`src/mini_macros.svh`:
```
`ifndef MINI_MACROS_SVH
`define MINI_MACROS_SVH

// Data word width, also the instruction word width
`define MINI_XLEN 32

// Instruction memory sizing
`define MINI_IMEM_DEPTH 1024
`define MINI_IMEM_AW 10

// Data memory sizing
// 6-bit address lines up with instruction field A
`define MINI_DMEM_DEPTH 64
`define MINI_DMEM_AW 6

`endif

```
`src/fetch_unit.sv`:
```
`timescale 1ns/100ps
`include "mini_macros.svh"

module fetch_unit (
    input  logic                     clk,
    input  logic                     rst_n,
    input  logic                     run,
    input  logic                     halt_seen,
    output logic [`MINI_IMEM_AW-1:0] fetch_addr,
    output logic                     issue_valid,
    output logic [`MINI_IMEM_AW-1:0] issue_pc
);

    logic [`MINI_IMEM_AW-1:0] pc;

    // Memory address is the live pc
    assign fetch_addr = pc;

    // Pc and one-cycle delayed issue info
    always_ff @(posedge clk or negedge rst_n) begin
        if (!rst_n) begin
            pc          <= '0;
            issue_valid <= 1'b0;
            issue_pc    <= '0;
        end else if (!run) begin
            // Stopped, park at address 0
            // Idle issue with pc 0 also tells execute to drop halt
            pc          <= '0;
            issue_valid <= 1'b0;
            issue_pc    <= '0;
        end else if (halt_seen) begin
            // Squash the word behind HALT
            // Pc and issue_pc freeze
            issue_valid <= 1'b0;
        end else begin
            // Normal flow, one word per cycle
            pc          <= pc + 1'b1;
            issue_valid <= 1'b1;
            // Lines up with the registered memory read
            issue_pc    <= pc;
        end
    end

endmodule

```
`config.mk`:
```
export PLATFORM = sky130hd
export DESIGN_NAME = fetch_unit
export DESIGN_NICKNAME = d
export VERILOG_FILES = /design/src/fetch_unit.sv
export VERILOG_INCLUDE_DIRS = /design/src
export SDC_FILE = /design/constraint.sdc
export NUM_CORES = 1
export LEC_CHECK = 0
export BUFFER_PORTS_ARGS = -buffer_cell sky130_fd_sc_hd__buf_4
export CORE_MARGIN = 3
export CORE_UTILIZATION = 54
export DETAILED_ROUTE_END_ITERATION = 8
export HOLD_SLACK_MARGIN = 0.05
export PLACE_DENSITY = 0.91
export SLEW_MARGIN = 20
export SYNTH_ARGS = -nofsm -noshare
export SYNTH_HDL_FRONTEND = slang
export SYNTH_SLANG_ARGS = --single-unit
```
`constraint.sdc`:
```
create_clock -name clk -period 4.04 [get_ports clk]
set_clock_uncertainty 0.1 [all_clocks]
set_input_delay 0.606 -clock clk [delete_from_list [all_inputs] [get_ports clk]]
set_output_delay 0.606 -clock clk [all_outputs]
set_load 0.03 [all_outputs]
```
==> results.tsv <==
metric	value	unit
fraction of final layout cells sized beyond drive strength 1	26.2	%
total congestion overflow	0	
worst reg2reg path depth	4	
leakage power of the design	0.605	nW
fraction of the yosys area taken by sequential cells	56.2	%
n_diodes	0	
Syn Area/Cell	11.3	um2
total instance count after detailed placement	119	
Gate Count Post-Synth	83	
initial core utilization	60.0	%
average wire per standard cell	14.1	um
via total after detailed routing	677	
startpoint of the lowest-slack register-to-register path	fetch_addr[0]$_DFFE_PN0P_	
series of cell instances along the critical path	buf_4	
DRC violation count after routing	0	
RD Place Congestion	0.735	
netlist area before placement	935	um2
wire length of the first global-routing pass	2820	um
Post-CTS Resized	0	
transition time of the tightest slew-check pin	0.584	ns
critical path arrival	0.99	ns
number of distinct standard cells referenced by the synthesized netlist	23	
height of the chip	47.6	um
hold buffer count at cts	0	
share of the clock period used by the worst path after layout	42.0	%
number of enable flip-flop cells after synthesis	0	
fill cell instance count of the final layout	113	
setup repair after global routing missed its margin	false	
CTS sink cnt	21	
library cell with the largest summed area after synthesis	dfrtp_1	
worst min path class	in2async	
placeable core region	0.00156	mm2
number of rows created at floorplan	14	
area added between synthesis and finish	21.7	%
CP max stage delay	0.49	ns
routed vias/inst	5.50	
clock latency reported for the late side of the worst-skew pair	0.29	ns
status	complete, no violations	
max-cap viol count	0	
Area contributors post-synth	dfrtp_1 (56%), mux2i_1 (13%), nor2_1 (6.4%)	
final std cells w/o fill	123	
iteration-0 DRC count of the detailed router	5	
Final min period	1.70	ns
path length in cells of the critical path	1	
number of I/O port buffers	24	
count of antenna-violating nets left after detailed routing	0	
total power divided by cell area	307	mW/mm2
Critical Path Source Type	flip-flop	
number of global-route vias before repair	687	
first-pass detailed-route iteration total	4	
required time worst endpoint	3.33	ns
Crit Path Category	reg2out	
top-level I/O count	25	
number of synthesized register bits	21	
number of endpoints failing setup at the final stage	0	
total CTS buffers	3	
beginning of the critical path	fetch_addr[2]$_DFFE_PN0P_	
clk buf depth	2	
Fin Setup TNS	0	ns
Mapped Nets	88	
share of synthesized flip-flops with an asynchronous set or reset	100	%
FF-to-FF setup slack	2.47	ns
die extent in x	47.6	um
initial antenna violation count	0	
dominant register cell in the synthesized netlist	dfrtp_1	
worst-path cell with the longest stage delay	dfrtp_1	
Total Die Area	0.00227	mm2
worst setup path end	fetch_addr[2]	
Tot GR Track Use	17.5	%
CTS tree	built	
cell at the root of the clock tree	clkbuf_4	
half-perimeter wire length of the detailed placement result	1280	um
clock slew at reported path FFs	0.11	ns
VDD IR-drop max	0.206	mV
worst-path fanout max	5	
Max-slew headroom	61.1	%
portion of synthesized cell area occupied by the leading cell type	56.2	%
total length of routed wires	1730	um
nature of the critical path endpoint	output port	
critical path's top delay family	flip-flops	
maximum clock rate	589	MHz
fin nets	113	
H-tree levels	1	
final hold violations	0	
maximum number of pins on one net before global-route repair	22	
setup repair bufs after CTS	0	
final number of max-transition violations	0	
worst path bufs/invs	1	
YS warnings	0	
worst reg2reg endpoint	fetch_addr[8]$_DFFE_PN0P_	
==> power by group <==
group          switching (mW)  total [mW]  leakage [nW]  internal [mW]
combinational          0.0225      0.0352         0.299         0.0127
clock                  0.0573      0.0957        0.0150         0.0383
sequential            0.00459       0.218         0.290          0.214
==> how the worst min path moves through the flow <==
stage	to	slack [ns]	cells past startpoint
2_1_floorplan	fetch_addr[0]$_DFFE_PN0P_	0.21	0
3_3_place_gp	issue_valid$_DFF_PN0_	0.40	1
3_5_place_dp	issue_valid$_DFF_PN0_	0.40	1
4_1_cts	issue_pc[3]$_DFFE_PN0P_	0.08	1
5_1_grt	issue_valid$_DFF_PN0_	0.07	1
6_report	fetch_addr[7]$_DFFE_PN0P_	0.07	1
==> layout by cell type, fill, tap and decap left out <==
| master | instances |
|---|---|
| buf_4 | 24 |
| dfrtp_1 | 21 |
| nor2_1 | 16 |
| mux2i_1 | 12 |
| inv_1 | 4 |
| a21oi_1 | 4 |
| xnor2_1 | 3 |
| clkbuf_4 | 3 |
| nand2_1 | 2 |
| o21ai_0 | 2 |
| or3_1 | 2 |
| o31ai_1 | 2 |
| or4_1 | 2 |
| nand4b_4 | 1 |
| nor2b_1 | 1 |
| xor2_1 | 1 |
| nand2b_1 | 1 |
| nand4_1 | 1 |
| nor4_1 | 1 |
| nand4b_1 | 1 |
| nand3_1 | 1 |
| ha_1 | 1 |
| clkbuf_1 | 1 |
==> cell type report <==
class	instances	area, um2	area share [%]
flip-flops and latches	21	526	46.2
inverters	4	15.0	1.32
repair buffers	24	180	15.8
clock buffers	4	26.3	2.31
well taps	16	20.0	1.76
multi-input cells	54	370	32.6
==> Yosys cell counts, types with 2 or more instances <==
cell,instances
clkbuf_1,2
o21ai_0,2
o31ai_1,2
xnor2_1,3
or4_1,2
nor2_1,16
a21oi_1,4
or3_1,2
inv_1,4
nand2_1,2
dfrtp_1,21
mux2i_1,12
==> per-layer routing <==
| metal | wire, um | GRT usage, % | vias to the layer above |
|---|---|---|---|
| li1 | - | - | 330 |
| met1 | 720 | 20.6 | 323 |
| met2 | 912 | 31.8 | 22 |
| met3 | 82 | 2.26 | 2 |
| met4 | 14 | 7.53 | 0 |
| met5 | 0 | 0 | - |
==> registers in the layout, summed over array words and instances (netlist names) <==
signal	count
issue_valid	1
issue_pc	10
fetch_addr	10
==> kinds of logic (layout without fill, tap and decap cells) <==
family	Yosys count	count (layout)	synth area share, %
AND/OR/NAND/NOR	29	29	16.9
AO/OA/AOI/OAI	8	8	4.82
multiplexers	12	12	12.9
XOR/XNOR	4	4	3.75
adder cells (fa/ha/maj)	1	1	1.34
flip-flops	21	21	56.2
buffers and inverters	8	32	4.15
==> stage by stage <==
step | hold slack [ns] | instance area, um2 | power (mW) | setup WS, ns | utilization [%]
2_1_floorplan | 0.210 | 935 | 0.244 | 2.34 | -
3_3_place_gp | 0.396 | 1110 | 0.257 | 2.22 | 71.3
3_5_place_dp | 0.400 | 1110 | 0.258 | 2.19 | 71.3
4_1_cts | 0.0781 | 1140 | 0.352 | 2.34 | 73.0
5_1_grt | 0.0713 | 1140 | 0.366 | 2.29 | 73.0
6_report | 0.0722 | 1140 | 0.349 | 2.34 | 73.0
Note: power is estimated with default switching activity, not from simulation.
