--- config.mk ---
export PLATFORM = sky130hd
export DESIGN_NAME = data_mem_flat
export DESIGN_NICKNAME = d
export VERILOG_FILES = /design/src/mem_if.sv /design/src/data_mem.sv /design/src/flat_wrapper.sv
export VERILOG_INCLUDE_DIRS = /design/src
export SDC_FILE = /design/constraint.sdc
export NUM_CORES = 2
export LEC_CHECK = 0
export BUFFER_PORTS_ARGS = -buffer_cell sky130_fd_sc_hd__buf_4
export CORE_UTILIZATION = 50
export DETAILED_ROUTE_END_ITERATION = 16
export PLACE_DENSITY = 0.65
export SYNTH_ARGS = -nofsm -noshare
export SYNTH_HDL_FRONTEND = slang
export SYNTH_SLANG_ARGS = --single-unit
--- constraint.sdc ---
create_clock -name clk -period 2.8 [get_ports clk]
set_input_delay 0.42 -clock clk [delete_from_list [all_inputs] [get_ports clk]]
set_output_delay 0.42 -clock clk [all_outputs]
set_load 0.05 [all_outputs]
--- src/mini_macros.svh ---
`ifndef MINI_MACROS_SVH
`define MINI_MACROS_SVH

// Data word width, also the instruction word width
`define MINI_XLEN 32

// Instruction memory sizing
`define MINI_IMEM_DEPTH 1024
`define MINI_IMEM_AW 10

// Data memory sizing
// 6-bit address lines up with instruction field A
`define MINI_DMEM_DEPTH 64
`define MINI_DMEM_AW 6

`endif

--- src/mem_if.sv ---
`timescale 1ns/100ps
`include "mini_macros.svh"

interface mem_if;

    // Write strobe, valid for one execute cycle
    logic                     we;
    logic [`MINI_DMEM_AW-1:0] addr;
    logic [`MINI_XLEN-1:0]    wdata;
    // Read data, combinational from addr
    logic [`MINI_XLEN-1:0]    rdata;

    // Execute stage side
    modport master (
        output we, addr, wdata,
        input  rdata
    );

    // Memory side
    modport slave (
        input  we, addr, wdata,
        output rdata
    );

endinterface

--- src/data_mem.sv ---
`timescale 1ns/100ps
`include "mini_macros.svh"

module data_mem (
    input  logic  clk,
    input  logic  rst_n,
    mem_if.slave  bus
);

    logic [`MINI_XLEN-1:0] mem [`MINI_DMEM_DEPTH];

    // Register file storage, whole array zeroed at reset
    always_ff @(posedge clk or negedge rst_n) begin
        if (!rst_n) begin
            mem <= '{default: '0};
        end else if (bus.we) begin
            mem[bus.addr] <= bus.wdata;
        end
    end

    // Asynchronous read
    // A LOAD right after a STORE sees the new word
    assign bus.rdata = mem[bus.addr];

endmodule

--- src/flat_wrapper.sv ---
// flat-port wrapper written by rule: the top's interface ports become plain ports
module data_mem_flat 
  (clk, rst_n, bus_we, bus_addr, bus_wdata, bus_rdata);
  mem_if bus_i ();
  input  logic clk;
  input  logic rst_n;
  input wire logic [$bits(bus_i.we)-1:0] bus_we;
  input wire logic [$bits(bus_i.addr)-1:0] bus_addr;
  input wire logic [$bits(bus_i.wdata)-1:0] bus_wdata;
  output wire logic [$bits(bus_i.rdata)-1:0] bus_rdata;
  assign bus_i.we = bus_we;
  assign bus_i.addr = bus_addr;
  assign bus_i.wdata = bus_wdata;
  assign bus_rdata = bus_i.rdata;
  data_mem u_core (.clk(clk), .rst_n(rst_n), .bus(bus_i));
endmodule
==> flow_summary_export.csv <==
group,metric,value,unit
logic_synthesis,yosys.area.top_type_share,55.6,%
grt,overflow,0,
sta,period_needed,3420,ps
critical_path,required,2380,ps
detailed_routing,wire_per_inst,32.8,um
flow_run,max_cap_violations,0,
power,p_int,54.9,mW
critical_path,crit_chain,"mux2_4 -> a221oi_2 -> o22ai_2 -> a22o_4 -> or4_4 -> buf_8",
critical_path,cp-startpoint,"u_core.mem[1140]$_DFFE_PN0P_",
critical_path,cp-start-kind,"flop",
grt,grt_pass1_wl,464000,um
layout,multi_input_area,38900,um^2
clock_network,htreeDepth,4,
power,peakVddDrop,0.528,mV
floorplan,row_count,157,
layout,regArea,51200,um^2
sta,finClkSkew,0,ps
clock_network,cts_max_path_buffers,3,
sta,setup-violations-final,32,
clock_network,cts_root_buffer,"clkbuf_16",
floorplan,initial_utilization,50.3,%
detailed_routing,vias_per_cell,6.63,
logic_synthesis,synth_top_area_cell,"dfrtp_1",
logic_synthesis,syn-instance-count,6800,
critical_path,crit_fanout,2,
clock_network,cts_sinks,2048,
power,pwr_density_cell,678,nW/um^2
logic_synthesis,netlist_area,92100,um^2
detailed_routing,via_count,64300,
logic_synthesis,ys_ff_latch,2048,
logic_synthesis,yosys.cell_types.count,52,
place,dp_cells,9317,
sta,rsz0062_at_grt,"yes",
sta,fmax,293,MHz
sta,period_share,122,%
power,p_leak,49.7,nW
floorplan,die_h,431,um
critical_path,crit_type,"reg -> out",
floorplan,dieArea,186000,um^2
layout,reg_top3,"u_core.mem x2048",
critical_path,reg2reg_to,"u_core.mem[1594]$_DFFE_PN0P_",
grt,grt_max_degree,136,
clock_network,clk_latency,860,ps
detailed_routing,drc,0,
logic_synthesis,syn_area_per_cell,13.5,um^2
critical_path,r2r_cells,1,
critical_path,crit_slowest_cell,"or4_4",
sta,slew_headroom,33.2,%
clock_network,cts_buffers,209,
layout,nFillCells,14400,
power,power,73.9,mW
logic_synthesis,synth_edf_count,0,
outcome,violations,"setup timing",
critical_path,cp_slowest_stage_delay,540,ps
sta,worst_slew_pin_slew,998,ps
power,p_clk_share,38.4,%
logic_synthesis,syn_nets,6841,
layout,fin_nets,7096,
power,power_switching,19.0,mW
layout,final_cell_mix,"mux2_2 (2,095), dfrtp_1 (2,048), buf_4 (550), a22oi_1 (462), buf_12 (213)",
layout,top_register,"u_core.mem",
floorplan,core,183000,um^2
outcome,status,"finished with violations",
power,pwr-share-comb,13.3,%
sta,final_max_slew_viol_count,0,
detailed_routing,drtAntennaViolNets,0,
place,place_congestion,0.914,
logic_synthesis,ys_seq_area_share,55.6,%
power,swShare,25.7,%
critical_path,cp.arrival,3000,ps
power,seqPwrFrac,48.3,%
critical_path,r2r_setup_slack,1980,ps
grt,grt_pass1_vias,65400,
place,io_buffers,72,
detailed_routing,routed_wirelength,318000,um
logic_synthesis,ys.flop_type,"dfrtp_1",
grt,antenna_found_initial,18,
worst_hold_path,hp-class,"in -> async",
place,pre_cts_ws,-805,ps
layout,areaGrowthSynthToFinish,18.3,%
detailed_routing,first_pass_iters,6,
clock_network,path_clk_slew,60,ps
logic_synthesis,synthTopCellsByArea,"dfrtp_1 (56%), mux2_2 (26%), a22oi_1 (4.2%), a221oi_1 (2.0%), mux4_2 (1.6%)",
layout,layout_commonest_cell,"mux2_2",
place,hpwl,204000,um
floorplan,die_w,431,um
layout,largest_register_ffs,2048,
clock_network,cts_tree,"done",
floorplan,ioPinCount,73,
layout,final_util,59.5,%
grt,track_usage,34.2,%
critical_path,crit_path_end_kind,"primary output",
detailed_routing,first_iter_violations,6493,
sta,hold_viol_final,0,
layout,final_cell_count_no_fill,9690,
sta,worst_slack,-616,ps
logic_synthesis,yosysWarnings,0,
logic_synthesis,async_flop_share,100,%
layout,layout-drive-gt1-share,48.8,%
critical_path,rr_startpoint,"u_core.mem[1594]$_DFFE_PN0P_",
## area by class of cell
| class | instances | share of cell area (%) |
|---|---|---|
| tap | 2464 | 2.83 |
| clock buffer | 321 | 5.68 |
| inverter | 1 | 0.00344 |
| antenna | 10 | 0.0230 |
| clock inverter | 51 | 0.677 |
| timing repair buffer | 794 | 8.07 |
| multi-input combinational | 4001 | 35.7 |
| sequential | 2048 | 47.0 |
## metrics by stage
stage                     area, um^2  hold WS [ps]  TNS (ps)
after floorplan                92200           124     -5.77
after global placement        101000           380    -17740
after detailed placement      101000           386    -20510
after CTS                     109000           124    -15010
after global routing          109000           168    -16590
final                         109000           161    -14760
## routing by layer
layer	up-vias	share of wire (%)	track usage [%]
met5	-	0.013	0
met4	6	5.3	16.2
met3	711	8.3	7.02
met2	2926	45	51.8
met1	34600	41	47.2
li1	26000	-	-
## how the worst max path moves through the flow
| stage | cells past startpoint | to | slack, ps |
|---|---|---|---|
| 6_report | 6 | bus_rdata[20] | -620 |
| 5_1_grt | 6 | bus_rdata[20] | -670 |
| 3_3_place_gp | 11 | bus_rdata[21] | -840 |
| 3_5_place_dp | 11 | bus_rdata[21] | -810 |
| 2_1_floorplan | 8 | bus_rdata[30] | -6 |
| 4_1_cts | 7 | bus_rdata[20] | -670 |
## critical path, delay by kind of cell (launching register included)
| kind | cells | cell delay [ps] |
|---|---|---|
| AOI/OAI and AO/OA | 3 | 710 |
| and+or+nand+nor | 1 | 540 |
| buffers and inverters | 1 | 200 |
| DFF | 1 | 380 |
| muxes | 1 | 280 |
## cell families (layout without fill, tap and decap cells)
logic type | Yosys count | in the layout | synth area share [%]
compound gates | 1383 | 1383 | 10.6
buf+inv | 751 | 1167 | 3.57
flops | 2048 | 2048 | 55.6
mux | 2256 | 2256 | 28.3
other cells | 0 | 10 | 0
simple gates | 362 | 362 | 1.95
## cell usage after synthesis, drive strengths merged, types with 15 or more instances
cell	instances
mux4	66
nand4	22
a211oi	49
nor2b	19
nor2	85
buf	440
a22o	32
a221oi	213
or4	20
o21ai	130
nand2b	16
o22ai	127
dfrtp	2048
o211ai	23
mux2	2099
nand2	115
mux2i	91
a22oi	512
a21oi	223
or3	15
clkbuf	310
## power by group through the flow
stage / clock network (mW) / logic [mW] / registers (mW)
6_report: 28.4 / 9.85 / 35.7
5_1_grt: 29.9 / 10.5 / 36.0
4_1_cts: 28.6 / 9.80 / 35.5
3_5_place_dp: 0 / 9.54 / 36.0
3_3_place_gp: 0 / 9.24 / 35.8
2_1_floorplan: 0 / 6.30 / 35.4
## timing repair
item                                   CTS  global route
endpoints found under the hold margin  427             0
buffers inserted                         1             0
resized for setup                      202            49
hold buffers                             1             0
pin swaps                               77            26
setup endpoints to repair               32            32
Power figures use the tool's default switching activity.
