`src/mini_macros.svh`:
```
`ifndef MINI_MACROS_SVH
`define MINI_MACROS_SVH

// Data word width, also the instruction word width
`define MINI_XLEN 32

// Instruction memory sizing
`define MINI_IMEM_DEPTH 1024
`define MINI_IMEM_AW 10

// Data memory sizing
// 6-bit address lines up with instruction field A
`define MINI_DMEM_DEPTH 64
`define MINI_DMEM_AW 6

`endif

```
`src/mini_isa_pkg.sv`:
```
package mini_isa_pkg;

    // One 32-bit instruction word, two decodings
    // Opcode always sits in bits 31..25
    typedef union packed {
        // Arithmetic view, A and B are operands
        struct packed {
            logic [6:0]  opcode;
            logic [5:0]  src_a;
            logic [5:0]  src_b;
            logic [12:0] unused;
        } alu;
        // Memory view, A is the address and B the store value
        struct packed {
            logic [6:0]  opcode;
            logic [5:0]  addr;
            logic [5:0]  value;
            logic [12:0] unused;
        } mem;
    } instr_u;

    // Opcode values
    localparam logic [6:0] OP_ADD   = 7'd0;
    localparam logic [6:0] OP_STORE = 7'd1;
    localparam logic [6:0] OP_LOAD  = 7'd2;
    localparam logic [6:0] OP_HALT  = 7'd3;

endpackage

```
`src/mem_if.sv`:
```
`timescale 1ns/100ps
`include "mini_macros.svh"

interface mem_if;

    // Write strobe, valid for one execute cycle
    logic                     we;
    logic [`MINI_DMEM_AW-1:0] addr;
    logic [`MINI_XLEN-1:0]    wdata;
    // Read data, combinational from addr
    logic [`MINI_XLEN-1:0]    rdata;

    // Execute stage side
    modport master (
        output we, addr, wdata,
        input  rdata
    );

    // Memory side
    modport slave (
        input  we, addr, wdata,
        output rdata
    );

endinterface

```
`src/exec_unit.sv`:
```
`timescale 1ns/100ps
`include "mini_macros.svh"

module exec_unit (
    input  logic                     clk,
    input  logic                     rst_n,
    input  logic                     issue_valid,
    input  logic [`MINI_IMEM_AW-1:0] issue_pc,
    input  logic [`MINI_XLEN-1:0]    fetch_instr,
    mem_if.master                    dmem,
    output logic                     halt_seen,
    output logic                     commit_valid,
    output logic [`MINI_IMEM_AW-1:0] commit_pc,
    output logic [`MINI_XLEN-1:0]    acc,
    output logic [`MINI_XLEN-1:0]    data_out
);

    mini_isa_pkg::instr_u  instr;
    logic [6:0]            opcode;
    logic                  do_exec;
    logic                  fetch_idle;
    logic [`MINI_XLEN-1:0] add_sum;

    assign instr  = fetch_instr;
    // Opcode bits are shared by both views
    assign opcode = instr.alu.opcode;

    // Nothing executes once HALT has been taken
    assign do_exec = issue_valid && !halt_seen;

    // Fetch parked at pc 0 with no issue, i.e. run is low
    assign fetch_idle = !issue_valid && (issue_pc == '0);

    // ADD through the alu view, zero-extended operands
    assign add_sum = `MINI_XLEN'(instr.alu.src_a) + `MINI_XLEN'(instr.alu.src_b);

    // Data memory bus through the mem view
    // STORE lands at the end of this cycle
    assign dmem.we    = do_exec && (opcode == mini_isa_pkg::OP_STORE);
    assign dmem.addr  = instr.mem.addr;
    assign dmem.wdata = `MINI_XLEN'(instr.mem.value);

    // Commit record and architectural state
    always_ff @(posedge clk or negedge rst_n) begin
        if (!rst_n) begin
            commit_valid <= 1'b0;
            commit_pc    <= '0;
            acc          <= '0;
            data_out     <= '0;
        end else begin
            // Single-cycle pulse per executed word
            commit_valid <= do_exec;
            if (do_exec) begin
                commit_pc <= issue_pc;
                case (opcode)
                    mini_isa_pkg::OP_ADD:  acc      <= add_sum;
                    mini_isa_pkg::OP_LOAD: data_out <= dmem.rdata;
                    // STORE goes out on the bus, HALT and unknowns change nothing here
                    default: ;
                endcase
            end
        end
    end

    // Halt flag, set by HALT, dropped once fetch goes idle
    always_ff @(posedge clk or negedge rst_n) begin
        if (!rst_n) begin
            halt_seen <= 1'b0;
        end else if (do_exec && (opcode == mini_isa_pkg::OP_HALT)) begin
            halt_seen <= 1'b1;
        end else if (fetch_idle) begin
            halt_seen <= 1'b0;
        end
    end

endmodule

```
`src/flat_wrapper.sv`:
```
// flat-port wrapper written by rule: the top's interface ports become plain ports
module exec_unit_flat 
  (clk, rst_n, issue_valid, issue_pc, fetch_instr, halt_seen, commit_valid, commit_pc, acc, data_out, dmem_we, dmem_addr, dmem_wdata, dmem_rdata);
  mem_if dmem_i ();
  input  logic clk;
  input  logic rst_n;
  input  logic issue_valid;
  input  logic [`MINI_IMEM_AW-1:0] issue_pc;
  input  logic [`MINI_XLEN-1:0] fetch_instr;
  output logic halt_seen;
  output logic commit_valid;
  output logic [`MINI_IMEM_AW-1:0] commit_pc;
  output logic [`MINI_XLEN-1:0] acc;
  output logic [`MINI_XLEN-1:0] data_out;
  output wire logic [$bits(dmem_i.we)-1:0] dmem_we;
  output wire logic [$bits(dmem_i.addr)-1:0] dmem_addr;
  output wire logic [$bits(dmem_i.wdata)-1:0] dmem_wdata;
  input wire logic [$bits(dmem_i.rdata)-1:0] dmem_rdata;
  assign dmem_we = dmem_i.we;
  assign dmem_addr = dmem_i.addr;
  assign dmem_wdata = dmem_i.wdata;
  assign dmem_i.rdata = dmem_rdata;
  exec_unit u_core (.clk(clk), .rst_n(rst_n), .issue_valid(issue_valid), .issue_pc(issue_pc), .fetch_instr(fetch_instr), .dmem(dmem_i), .halt_seen(halt_seen), .commit_valid(commit_valid), .commit_pc(commit_pc), .acc(acc), .data_out(data_out));
endmodule
```
`config.mk`:
```
export PLATFORM = sky130hd
export DESIGN_NAME = exec_unit_flat
export DESIGN_NICKNAME = d
export VERILOG_FILES = /design/src/mini_isa_pkg.sv /design/src/mem_if.sv /design/src/exec_unit.sv /design/src/flat_wrapper.sv
export VERILOG_INCLUDE_DIRS = /design/src
export SDC_FILE = /design/constraint.sdc
export NUM_CORES = 1
export LEC_CHECK = 0
export BUFFER_PORTS_ARGS = -buffer_cell sky130_fd_sc_hd__buf_2
export CAP_MARGIN = 10
export CELL_PAD_IN_SITES_DETAIL_PLACEMENT = 1
export CELL_PAD_IN_SITES_GLOBAL_PLACEMENT = 2
export CORE_ASPECT_RATIO = 1.2
export CORE_MARGIN = 4
export CORE_UTILIZATION = 20
export DETAILED_ROUTE_END_ITERATION = 12
export GPL_TIMING_DRIVEN = 0
export PLACE_DENSITY = 0.83
export SLEW_MARGIN = 10
export SYNTH_ARGS = -nofsm -noshare
export SYNTH_HDL_FRONTEND = slang
export SYNTH_SLANG_ARGS = --single-unit
```
`constraint.sdc`:
```
create_clock -name clk -period 1.56 [get_ports clk]
set_input_delay 0.156 -clock clk [delete_from_list [all_inputs] [get_ports clk]]
set_output_delay 0.156 -clock clk [all_outputs]
set_load 0.005 [all_outputs]
```
==> results of run 1 <==
[final cells by class]
cell class | count | share of cell area (%)
multi-input combinational | 163 | 28.1
clock inverter | 2 | 0.836
clock buffer | 6 | 3.31
inverter | 7 | 0.686
buffer | 69 | 13.1
tap | 168 | 5.01
sequential | 51 | 30.4
timing repair buffer | 136 | 18.5
[repair_timing]
item | 4_1_cts | 5_1_grt
hold endpoints to repair | 0 | 51
hold buffers | 0 | 1
endpoints found under the setup margin | 39 | 38
resized for setup | 33 | 15
gates cloned | 1 | 2
setup buffers | 4 | 1
pin swaps | 2 | 2
[synthesized netlist by cell type]
cell type / n / area (um2)
sky130_fd_sc_hd__nor2b_1: 1 / 6.26
sky130_fd_sc_hd__xnor2_1: 1 / 8.76
sky130_fd_sc_hd__nor4_1: 2 / 12.5
sky130_fd_sc_hd__nor3_4: 1 / 16.3
sky130_fd_sc_hd__nor3_2: 1 / 10.0
sky130_fd_sc_hd__nand2_1: 38 / 143
sky130_fd_sc_hd__mux2_1: 1 / 11.3
sky130_fd_sc_hd__inv_1: 6 / 22.5
sky130_fd_sc_hd__a2111oi_4: 1 / 27.5
sky130_fd_sc_hd__a21o_1: 1 / 7.51
sky130_fd_sc_hd__mux2_2: 32 / 360
sky130_fd_sc_hd__a21oi_1: 3 / 15.0
sky130_fd_sc_hd__buf_2: 2 / 10.0
sky130_fd_sc_hd__o41ai_1: 1 / 8.76
sky130_fd_sc_hd__dfrtp_1: 51 / 1280
sky130_fd_sc_hd__a21oi_2: 1 / 8.76
sky130_fd_sc_hd__xor2_1: 3 / 26.3
sky130_fd_sc_hd__fa_1: 1 / 20.0
sky130_fd_sc_hd__buf_4: 67 / 503
sky130_fd_sc_hd__nand3_2: 1 / 10.0
sky130_fd_sc_hd__ha_1: 6 / 75.1
sky130_fd_sc_hd__o21ai_0: 9 / 45.0
sky130_fd_sc_hd__conb_1: 1 / 3.75
sky130_fd_sc_hd__nand2b_1: 1 / 6.26
sky130_fd_sc_hd__nand4_1: 1 / 6.26
sky130_fd_sc_hd__a211oi_1: 1 / 7.51
sky130_fd_sc_hd__nor3_1: 1 / 5.00
sky130_fd_sc_hd__or3_4: 1 / 11.3
sky130_fd_sc_hd__nor2_1: 3 / 11.3
sky130_fd_sc_hd__inv_2: 1 / 3.75
[worst max-delay path by stage]
| stage | from | slack (ns) | end | cells after the start |
|---|---|---|---|---|
| 3_5_place_dp | u_core.halt_seen$_DFFE_PN0P_ | -0.26 | u_core.data_out[17]$_DFFE_PN0P_ | 6 |
| 5_1_grt | u_core.halt_seen$_DFFE_PN0P_ | -0.12 | u_core.data_out[31]$_DFFE_PN0P_ | 7 |
| 3_3_place_gp | u_core.halt_seen$_DFFE_PN0P_ | -0.24 | u_core.data_out[21]$_DFFE_PN0P_ | 6 |
| 4_1_cts | u_core.halt_seen$_DFFE_PN0P_ | -0.13 | u_core.data_out[28]$_DFFE_PN0P_ | 7 |
| 6_report | u_core.halt_seen$_DFFE_PN0P_ | -0.03 | u_core.data_out[31]$_DFFE_PN0P_ | 7 |
| 2_1_floorplan | u_core.halt_seen$_DFFE_PN0P_ | 0.006 | u_core.acc[6]$_DFFE_PN0P_ | 6 |
[registers in the layout (all words and copies together) (netlist names)]
register,cells
u_core.data_out,32
u_core.commit_pc,10
u_core.commit_valid,1
u_core.halt_seen,1
u_core.acc,7
[critical path, delay by kind of cell (launching register included)]
| kind | cells | cell delay, ns |
|---|---|---|
| buf+inv | 3 | 0.41 |
| simple gates | 3 | 0.38 |
| mux | 1 | 0.29 |
| flops | 1 | 0.38 |
[logic make-up (layout without fill, tap and decap cells)]
logic type / Yosys count / in the layout / synth area share, %
AND/OR/NAND/NOR: 51 / 51 / 8.87
multiplexers: 33 / 33 / 13.9
AO/OA/AOI/OAI: 17 / 17 / 4.48
other: 1 / 51 / 0.140
flip-flops: 51 / 51 / 47.6
XOR/XNOR: 4 / 4 / 1.31
adder cells (fa/ha/maj): 7 / 7 / 3.55
buffers and inverters: 76 / 220 / 20.1
[where the power goes]
part / internal, mW / switching [mW] / total [mW]
logic: 0.409 / 0.315 / 0.725
clock network: 0.798 / 0.478 / 1.28
registers: 1.44 / 0.0615 / 1.50
[per-stage QoR]
| stage | total power [mW] | util (%) |
|---|---|---|
| after global routing | 3.72 | 31.8 |
| after CTS | 3.55 | 30.9 |
| after detailed placement | 2.19 | 28.2 |
| after floorplan | 1.87 | - |
| after global placement | 2.17 | 28.2 |
| final | 3.50 | 31.8 |
[per-layer routing]
layer / part of all wire (%) / track usage, % / routed length (um)
met1: 42 / 11.9 / 3230
met2: 47 / 15.9 / 3650
met3: 9.8 / 3.05 / 757
met4: 1.5 / 3.47 / 120
met5: 0 / 0 / 0
==> reports/results.txt, run 1 <==
Wires add up to 7760 um. The finished cells cover 4190 um2. For the worst setup path, the data required time is 1.73 ns.

The total of fill cells in the finished design came out at 1543. Counting instances, the worst hold path has a depth of 3. On the worst path, the slowest cell contributes a delay of 0.38 ns. The number of antenna diodes is 0, and the highest fanout seen on the critical path is 8. The run gives 2 as the maximum clock path buffer count.

Startpoint of the worst register-to-register path: u_core.halt_seen$_DFFE_PN0P_. In this run the static leakage power is 2.39 nW. The logs give 30 for the number of unique standard cell types used by synthesis and 0 for the number of pins exceeding their max-slew limit in the final report. In the final timing run, aggregate negative setup slack is -0.305 ns.

The cell depth of the worst flop-to-flop path came out at 7. In this run the critical register-to-register path is captured at u_core.data_out[31]$_DFFE_PN0P_. The die covers 15300 um2. The worst setup path is of the reg -> reg kind. The area growth from synthesis to layout is 56.5%. After clock tree synthesis, the clock-pin slew on the worst setup and hold paths is 0.07 ns.

The tools report the total number of H-tree levels as 2. For the finished layout, the period the worst path requires is 1.59 ns. In the layout the commonest cells are 128 x sky130_fd_sc_hd__buf_2, 68 x sky130_fd_sc_hd__buf_4, 51 x sky130_fd_sc_hd__conb_1, 51 x sky130_fd_sc_hd__dfrtp_1, 38 x sky130_fd_sc_hd__nand2_1.

Derived from the worst setup path, the maximum achievable clock frequency is 629 MHz. The number of global-route vias before repair was 2331. The critical path goes through nand2b_4 > inv_4 > nand3_4 > nor3_4 > buf_12 > clkbuf_16 > mux2_4.

The number of antenna violations at the first check in global routing is 0. Setup repair after global routing could not meet its margin everywhere. For the post-synthesis instance total, the log shows 240. The initial core utilization was 20.3%; the total congestion overflow after global routing was 0. The path with the worst hold slack has its endpoint at u_core.commit_pc[3]$_DFFE_PN0P_. The number of warnings printed during yosys synthesis is 0, and the final number of hold-violating endpoints is 0.

The DRC violations left is 0, and the height of the die is 135 um. The net count of the finished layout is 517. The placed instances occupy a cell area of 3710 um2. The fraction of final layout cells with drive strength greater than 1 works out to 58.3%. The transition at the pin with the smallest max-transition slack is 0.663 ns.

The global-route wire length before repair is 11900 um. Using the TritonRoute via totals, the vias-per-cell ratio works out to 3.62. The flop and latch count out of synthesis is 51.

The I/O pin total is 192, and the number of placed instances with taps included is 585. The sequential cells in the finished layout cover a total of 1280 um2. The width of the die was 114 um; the remaining number of nets flagged by the antenna check after routing was 0. Entering global routing, the biggest net connects 52 pins.

The tools report the worst clock skew on the final layout as 0.0101 ns. Final instance count without filler cells: 602. The class of the tightest hold or removal check was in -> reg. The leading cell type in the layout, fill and taps excluded was sky130_fd_sc_hd__buf_2. The total half-perimeter wirelength after legalization and detailed placement was 6080 um; the number of sinks driven by the clock tree was 51.

The proportion of synthesized chip area in sequential cells was 47.6%; the total global routing track utilization was 9.70%. Worst hold slack across all endpoints: 0.0701 ns. Routability-driven placement finished with a final weighted congestion of 0.703. The number of input and output port buffers inserted is 127. The tools report the clock root buffer as sky130_fd_sc_hd__clkbuf_16. The flow ran to the end, but the final reports show violations.

Clock latency at the later pin of the worst-skew pair: 0.29 ns. The tools report the hold path startpoint as issue_pc[3]. Dividing total power by cell area gives a power density of 836 nW/um2.

TritonCTS built the clock tree. The detailed router finished its first iteration with 73 violations. The final reports fail on setup timing. In this run the cell area of the synthesized design comes to 2680 um2. Before antenna repair, the detailed router went through 4 iterations.

The initialized floorplan defines 46 standard-cell rows. The routed length per instance was 12.9 um; the total setup violations reported at the end of the flow was 19. The tools report the setup slack after layout as -0.0309 ns.

For the worst IR drop on VDD, the log shows 0.385 mV. The worst slew margin relative to its limit came out at 55.8%. The worst setup path is captured at a flop. Across the run, the number of max-cap violations was 0. The setup check on the worst reg-to-reg path leaves a slack of -0.03 ns. The launching element type of the critical path was a flop. The core footprint came out at 13200 um2. For the worst setup path, the data arrival time is 1.76 ns. The logs give -0.264 ns for the post-placement worst setup slack and 5 for the clock buffer count from CTS.

The slowest stage of the critical path is the sky130_fd_sc_hd__dfrtp_1 cell. Detailed routing inserted a total of 2177 vias. Multi-input combinational cell area: 1180 um2.

The synthesized area per cell is 11.2 um2. The portion of the clock cycle consumed by the worst path in the final layout came out at 102%.
(Power assumes the default switching activity.)
==> inputs of run 2 (changes only) <==
--- a/config.mk
+++ b/config.mk
@@ -11,7 +11,6 @@
 export CELL_PAD_IN_SITES_DETAIL_PLACEMENT = 1
 export CELL_PAD_IN_SITES_GLOBAL_PLACEMENT = 2
 export CORE_ASPECT_RATIO = 1.2
-export CORE_MARGIN = 4
 export CORE_UTILIZATION = 20
 export DETAILED_ROUTE_END_ITERATION = 12
 export GPL_TIMING_DRIVEN = 0
==> reports/results.txt, run 2 (synthesis gave the netlist of run 1 again) <==
Setup repair after global routing could not meet its margin everywhere. The top cell types in the final layout, fill and taps aside, are 128 x sky130_fd_sc_hd__buf_2, 67 x sky130_fd_sc_hd__buf_4, 51 x sky130_fd_sc_hd__conb_1, 51 x sky130_fd_sc_hd__dfrtp_1, 38 x sky130_fd_sc_hd__nand2_1. The number of pins exceeding their max-slew limit in the final report was 0 (unchanged); the critical path required time was 1.73 ns (about the same).

The maximum number of pins on one net before global-route repair was 52 (unchanged); the switching power total was 0.839 mW (-1.9%). The logs give 626 MHz (-0.35%) for the achievable frequency and 2258 (-3.1%) for the number of global-route vias before repair. The violation count after the first detailed-route iteration is 41 (-44%), and the total via count in the routed design is 2239 (+2.8%).

The logs give -0.04 ns (about the same) for the worst setup slack for register-to-register paths and 2 (unchanged) for the total number of H-tree levels. The detailed-route vias per instance works out to 3.75 (+3.7%). Worst hold slack across all endpoints: 0.0799 ns (+0.00983 ns). The tools report the detailed-routing iteration count for the pre-antenna-repair pass as 4 (unchanged). The run gives 12800 um2 (-2.6%) as the core footprint. The number of max-cap violations is 0 (unchanged), and the total congestion overflow after global routing is 0 (unchanged). The clock buffer count from CTS was 5 (unchanged); the number of input and output port buffers inserted was 127 (unchanged). The library cell used most frequently in the layout, excluding fill and tap cells, is sky130_fd_sc_hd__buf_2. The tools report the capture endpoint of the worst hold path as u_core.commit_pc[3]$_DFFE_PN0P_. The checks that failed: setup timing. The initial core utilization came out at 20.9% (+0.54 points). The end of the worst register-to-register path was u_core.data_out[12]$_DFFE_PN0P_. The flip-flop count of the largest register after layout is 32 (unchanged), and the global routing usage on met2 is 19.0% (+3.1 points). In this run the worst hold path is classified as in -> reg. The static leakage is 2.37 nW (-0.86%), and the total half-perimeter wirelength after legalization and detailed placement is 5610 um (-7.8%). The remaining number of nets flagged by the antenna check after routing came out at 0 (unchanged).

The tools report the maximum clock path buffer count as 2 (unchanged). The tools report the hold path startpoint as issue_pc[3]. The worst IR drop on VDD came out at 0.470 mV (+22%).

The tools report the number of antenna violations at the first check in global routing as 0 (unchanged). The worst slew margin relative to its limit was 55.8% (about the same); the portion of the clock cycle consumed by the worst path in the final layout was 102% (+0.36 points). The power share of the sequential group is 43.9% (+1.0 points), and the register clock-pin slew on the reported worst setup and hold paths is 0.07 ns (about the same). The logs give 24 (+5) for the total setup violations reported at the end of the flow and 517 (unchanged) for the final-stage net count. The sum of negative setup slack came out at -0.503 ns (-0.198 ns). The share of total power consumed by net switching came out at 24.4% (+0.047 points). The largest register by flop count was u_core.data_out.

For the final number of hold-violating endpoints, the log shows 0 (unchanged). The fraction of final layout cells with drive strength greater than 1 is 58.2% (-0.096 points). For the post-place instance area, the log shows 3710 um2 (-0.13%).

The run gives 0.706 (+0.48%) as the final weighted congestion in routability-driven placement. Final period demand of the worst path: 1.60 ns (+0.00555 ns). Areal power density over the cells: 828 nW/um2 (-0.88%). By startpoint and endpoint, the worst setup path is classified as reg -> reg. The busiest layer in global routing is met2. The cell depth of the worst flop-to-flop path was 7 (unchanged); the data arrival time of the critical path was 1.77 ns (about the same). The width of the die came out at 108 um (-5.3%). Category of the worst setup path capture point: a flop. The height of the die is 129 um (-4.5%), and the met3 demand-to-capacity share in global routing is 2.43% (-0.62 points). The DRC violations left is 0 (unchanged), and the die outline area is 13900 um2 (-9.5%).

For the row count, the log shows 45 (-2.2%). TritonCTS built the clock tree. Relative to the synthesized area, the layout overhead comes to 54.6%.

The I/O pin total is 192 (unchanged). The global-route wire length before repair is 11000 um (-7.7%). The worst register-to-register path begins at u_core.halt_seen$_DFFE_PN0P_.

The final design area excluding fillers is 4140 um2 (-1.2%). The number of cells traversed by the worst hold path is 3 (unchanged). In the final layout, the registers with the most flip-flops are u_core.data_out: 32 flops, u_core.commit_pc: 10 flops, u_core.acc: 7 flops. The logs give 3.43 mW (-2.1%) for the overall power consumption and 0 (unchanged) for the number of antenna diodes. The run gives 2.59 mW (-2.1%) as the internal power consumption. The highest fanout seen on the critical path is 7 (-1). Proportion of power drawn by combinational gates: 20.8% (about the same). STA classifies the critical path startpoint as a flop.

The number of sinks driven by the clock tree came out at 51 (unchanged). Total global routing track utilization: 10.1% (+0.40 points). The routed length per instance was 12.3 um (-4.5%); the setup slack after layout was -0.0364 ns (-0.00555 ns). The fraction of power consumed by the clock network is 35.2% (-1.2 points). The tree is rooted in a sky130_fd_sc_hd__clkbuf_16. Clock latency at the later pin of the worst-skew pair: 0.28 ns (about the same).

The transition at the pin with the smallest max-transition slack is 0.663 ns (+0.000485 ns), and the met1 usage in global routing is 11.0% (-0.98 points). The flow ran to the end, but the final reports show violations. The run gives 0.00322 ns (-0.00687 ns) as the worst clock skew on the final layout. The tools report the wire length reported by the detailed router as 7350 um (-5.2%).
-- run 2: area by class of cell --
| cell class | instances | area (um2) |
|---|---|---|
| clock buffers | 5 | 125 |
| repair buffers | 136 | 766 |
| inverters | 7 | 28.8 |
| plain buffers | 69 | 544 |
| multi-input cells | 163 | 1160 |
| flip-flops and latches | 51 | 1280 |
| fillers | 1519 | 8690 |
| well taps | 164 | 205 |
| clock inverters | 2 | 37.5 |
-- run 2: worst max-delay path: stages (launching register included) --
cell                        delay [ns]
sky130_fd_sc_hd__dfrtp_1          0.40
sky130_fd_sc_hd__nand2b_4         0.16
sky130_fd_sc_hd__inv_4            0.07
sky130_fd_sc_hd__nand3_4          0.07
sky130_fd_sc_hd__nor3_4           0.15
sky130_fd_sc_hd__buf_12           0.17
sky130_fd_sc_hd__clkbuf_16        0.16
sky130_fd_sc_hd__mux2_4           0.30
-- run 2: how the worst max path moves through the flow --
stage | to | start
6_report | u_core.data_out[12]$_DFFE_PN0P_ | u_core.halt_seen$_DFFE_PN0P_
3_3_place_gp | u_core.data_out[21]$_DFFE_PN0P_ | u_core.halt_seen$_DFFE_PN0P_
5_1_grt | u_core.data_out[0]$_DFFE_PN0P_ | u_core.halt_seen$_DFFE_PN0P_
2_1_floorplan | u_core.acc[6]$_DFFE_PN0P_ | u_core.halt_seen$_DFFE_PN0P_
4_1_cts | u_core.data_out[5]$_DFFE_PN0P_ | u_core.halt_seen$_DFFE_PN0P_
3_5_place_dp | u_core.data_out[20]$_DFFE_PN0P_ | u_core.halt_seen$_DFFE_PN0P_
-- run 2: power groups by stage --
stage | Sequential (mW) | Combinational [mW] | Clock (mW)
6_report | 1.51 | 0.715 | 1.21
2_1_floorplan | 1.53 | 0.335 | 0
3_5_place_dp | 1.53 | 0.656 | 0
4_1_cts | 1.51 | 0.694 | 1.26
3_3_place_gp | 1.52 | 0.644 | 0
5_1_grt | 1.52 | 0.799 | 1.31
-- run 2: metrics by stage --
stage	utilization [%]	std cells	setup slack, ns
6_report	32.3	597	-0.0364
5_1_grt	32.3	597	-0.0962
4_1_cts	31.4	594	-0.110
3_5_place_dp	28.9	581	-0.163
3_3_place_gp	28.9	581	-0.159
2_1_floorplan	-	290	0.00574
-- run 2: repair_timing --
item | CTS | global route
buffers inserted | 4 | 0
pin swaps | 2 | 1
endpoints found under the setup margin | 37 | 39
gates resized for setup | 23 | 21
hold buffers | 0 | 1
gates cloned | 2 | 2
hold endpoints to repair | 0 | 51
-- run 2: metal layers --
metal | wire [um] | part of all wire, %
met5 | 0 | 0
met2 | 3710 | 50
met4 | 84 | 1.1
met1 | 2830 | 38
met3 | 735 | 10
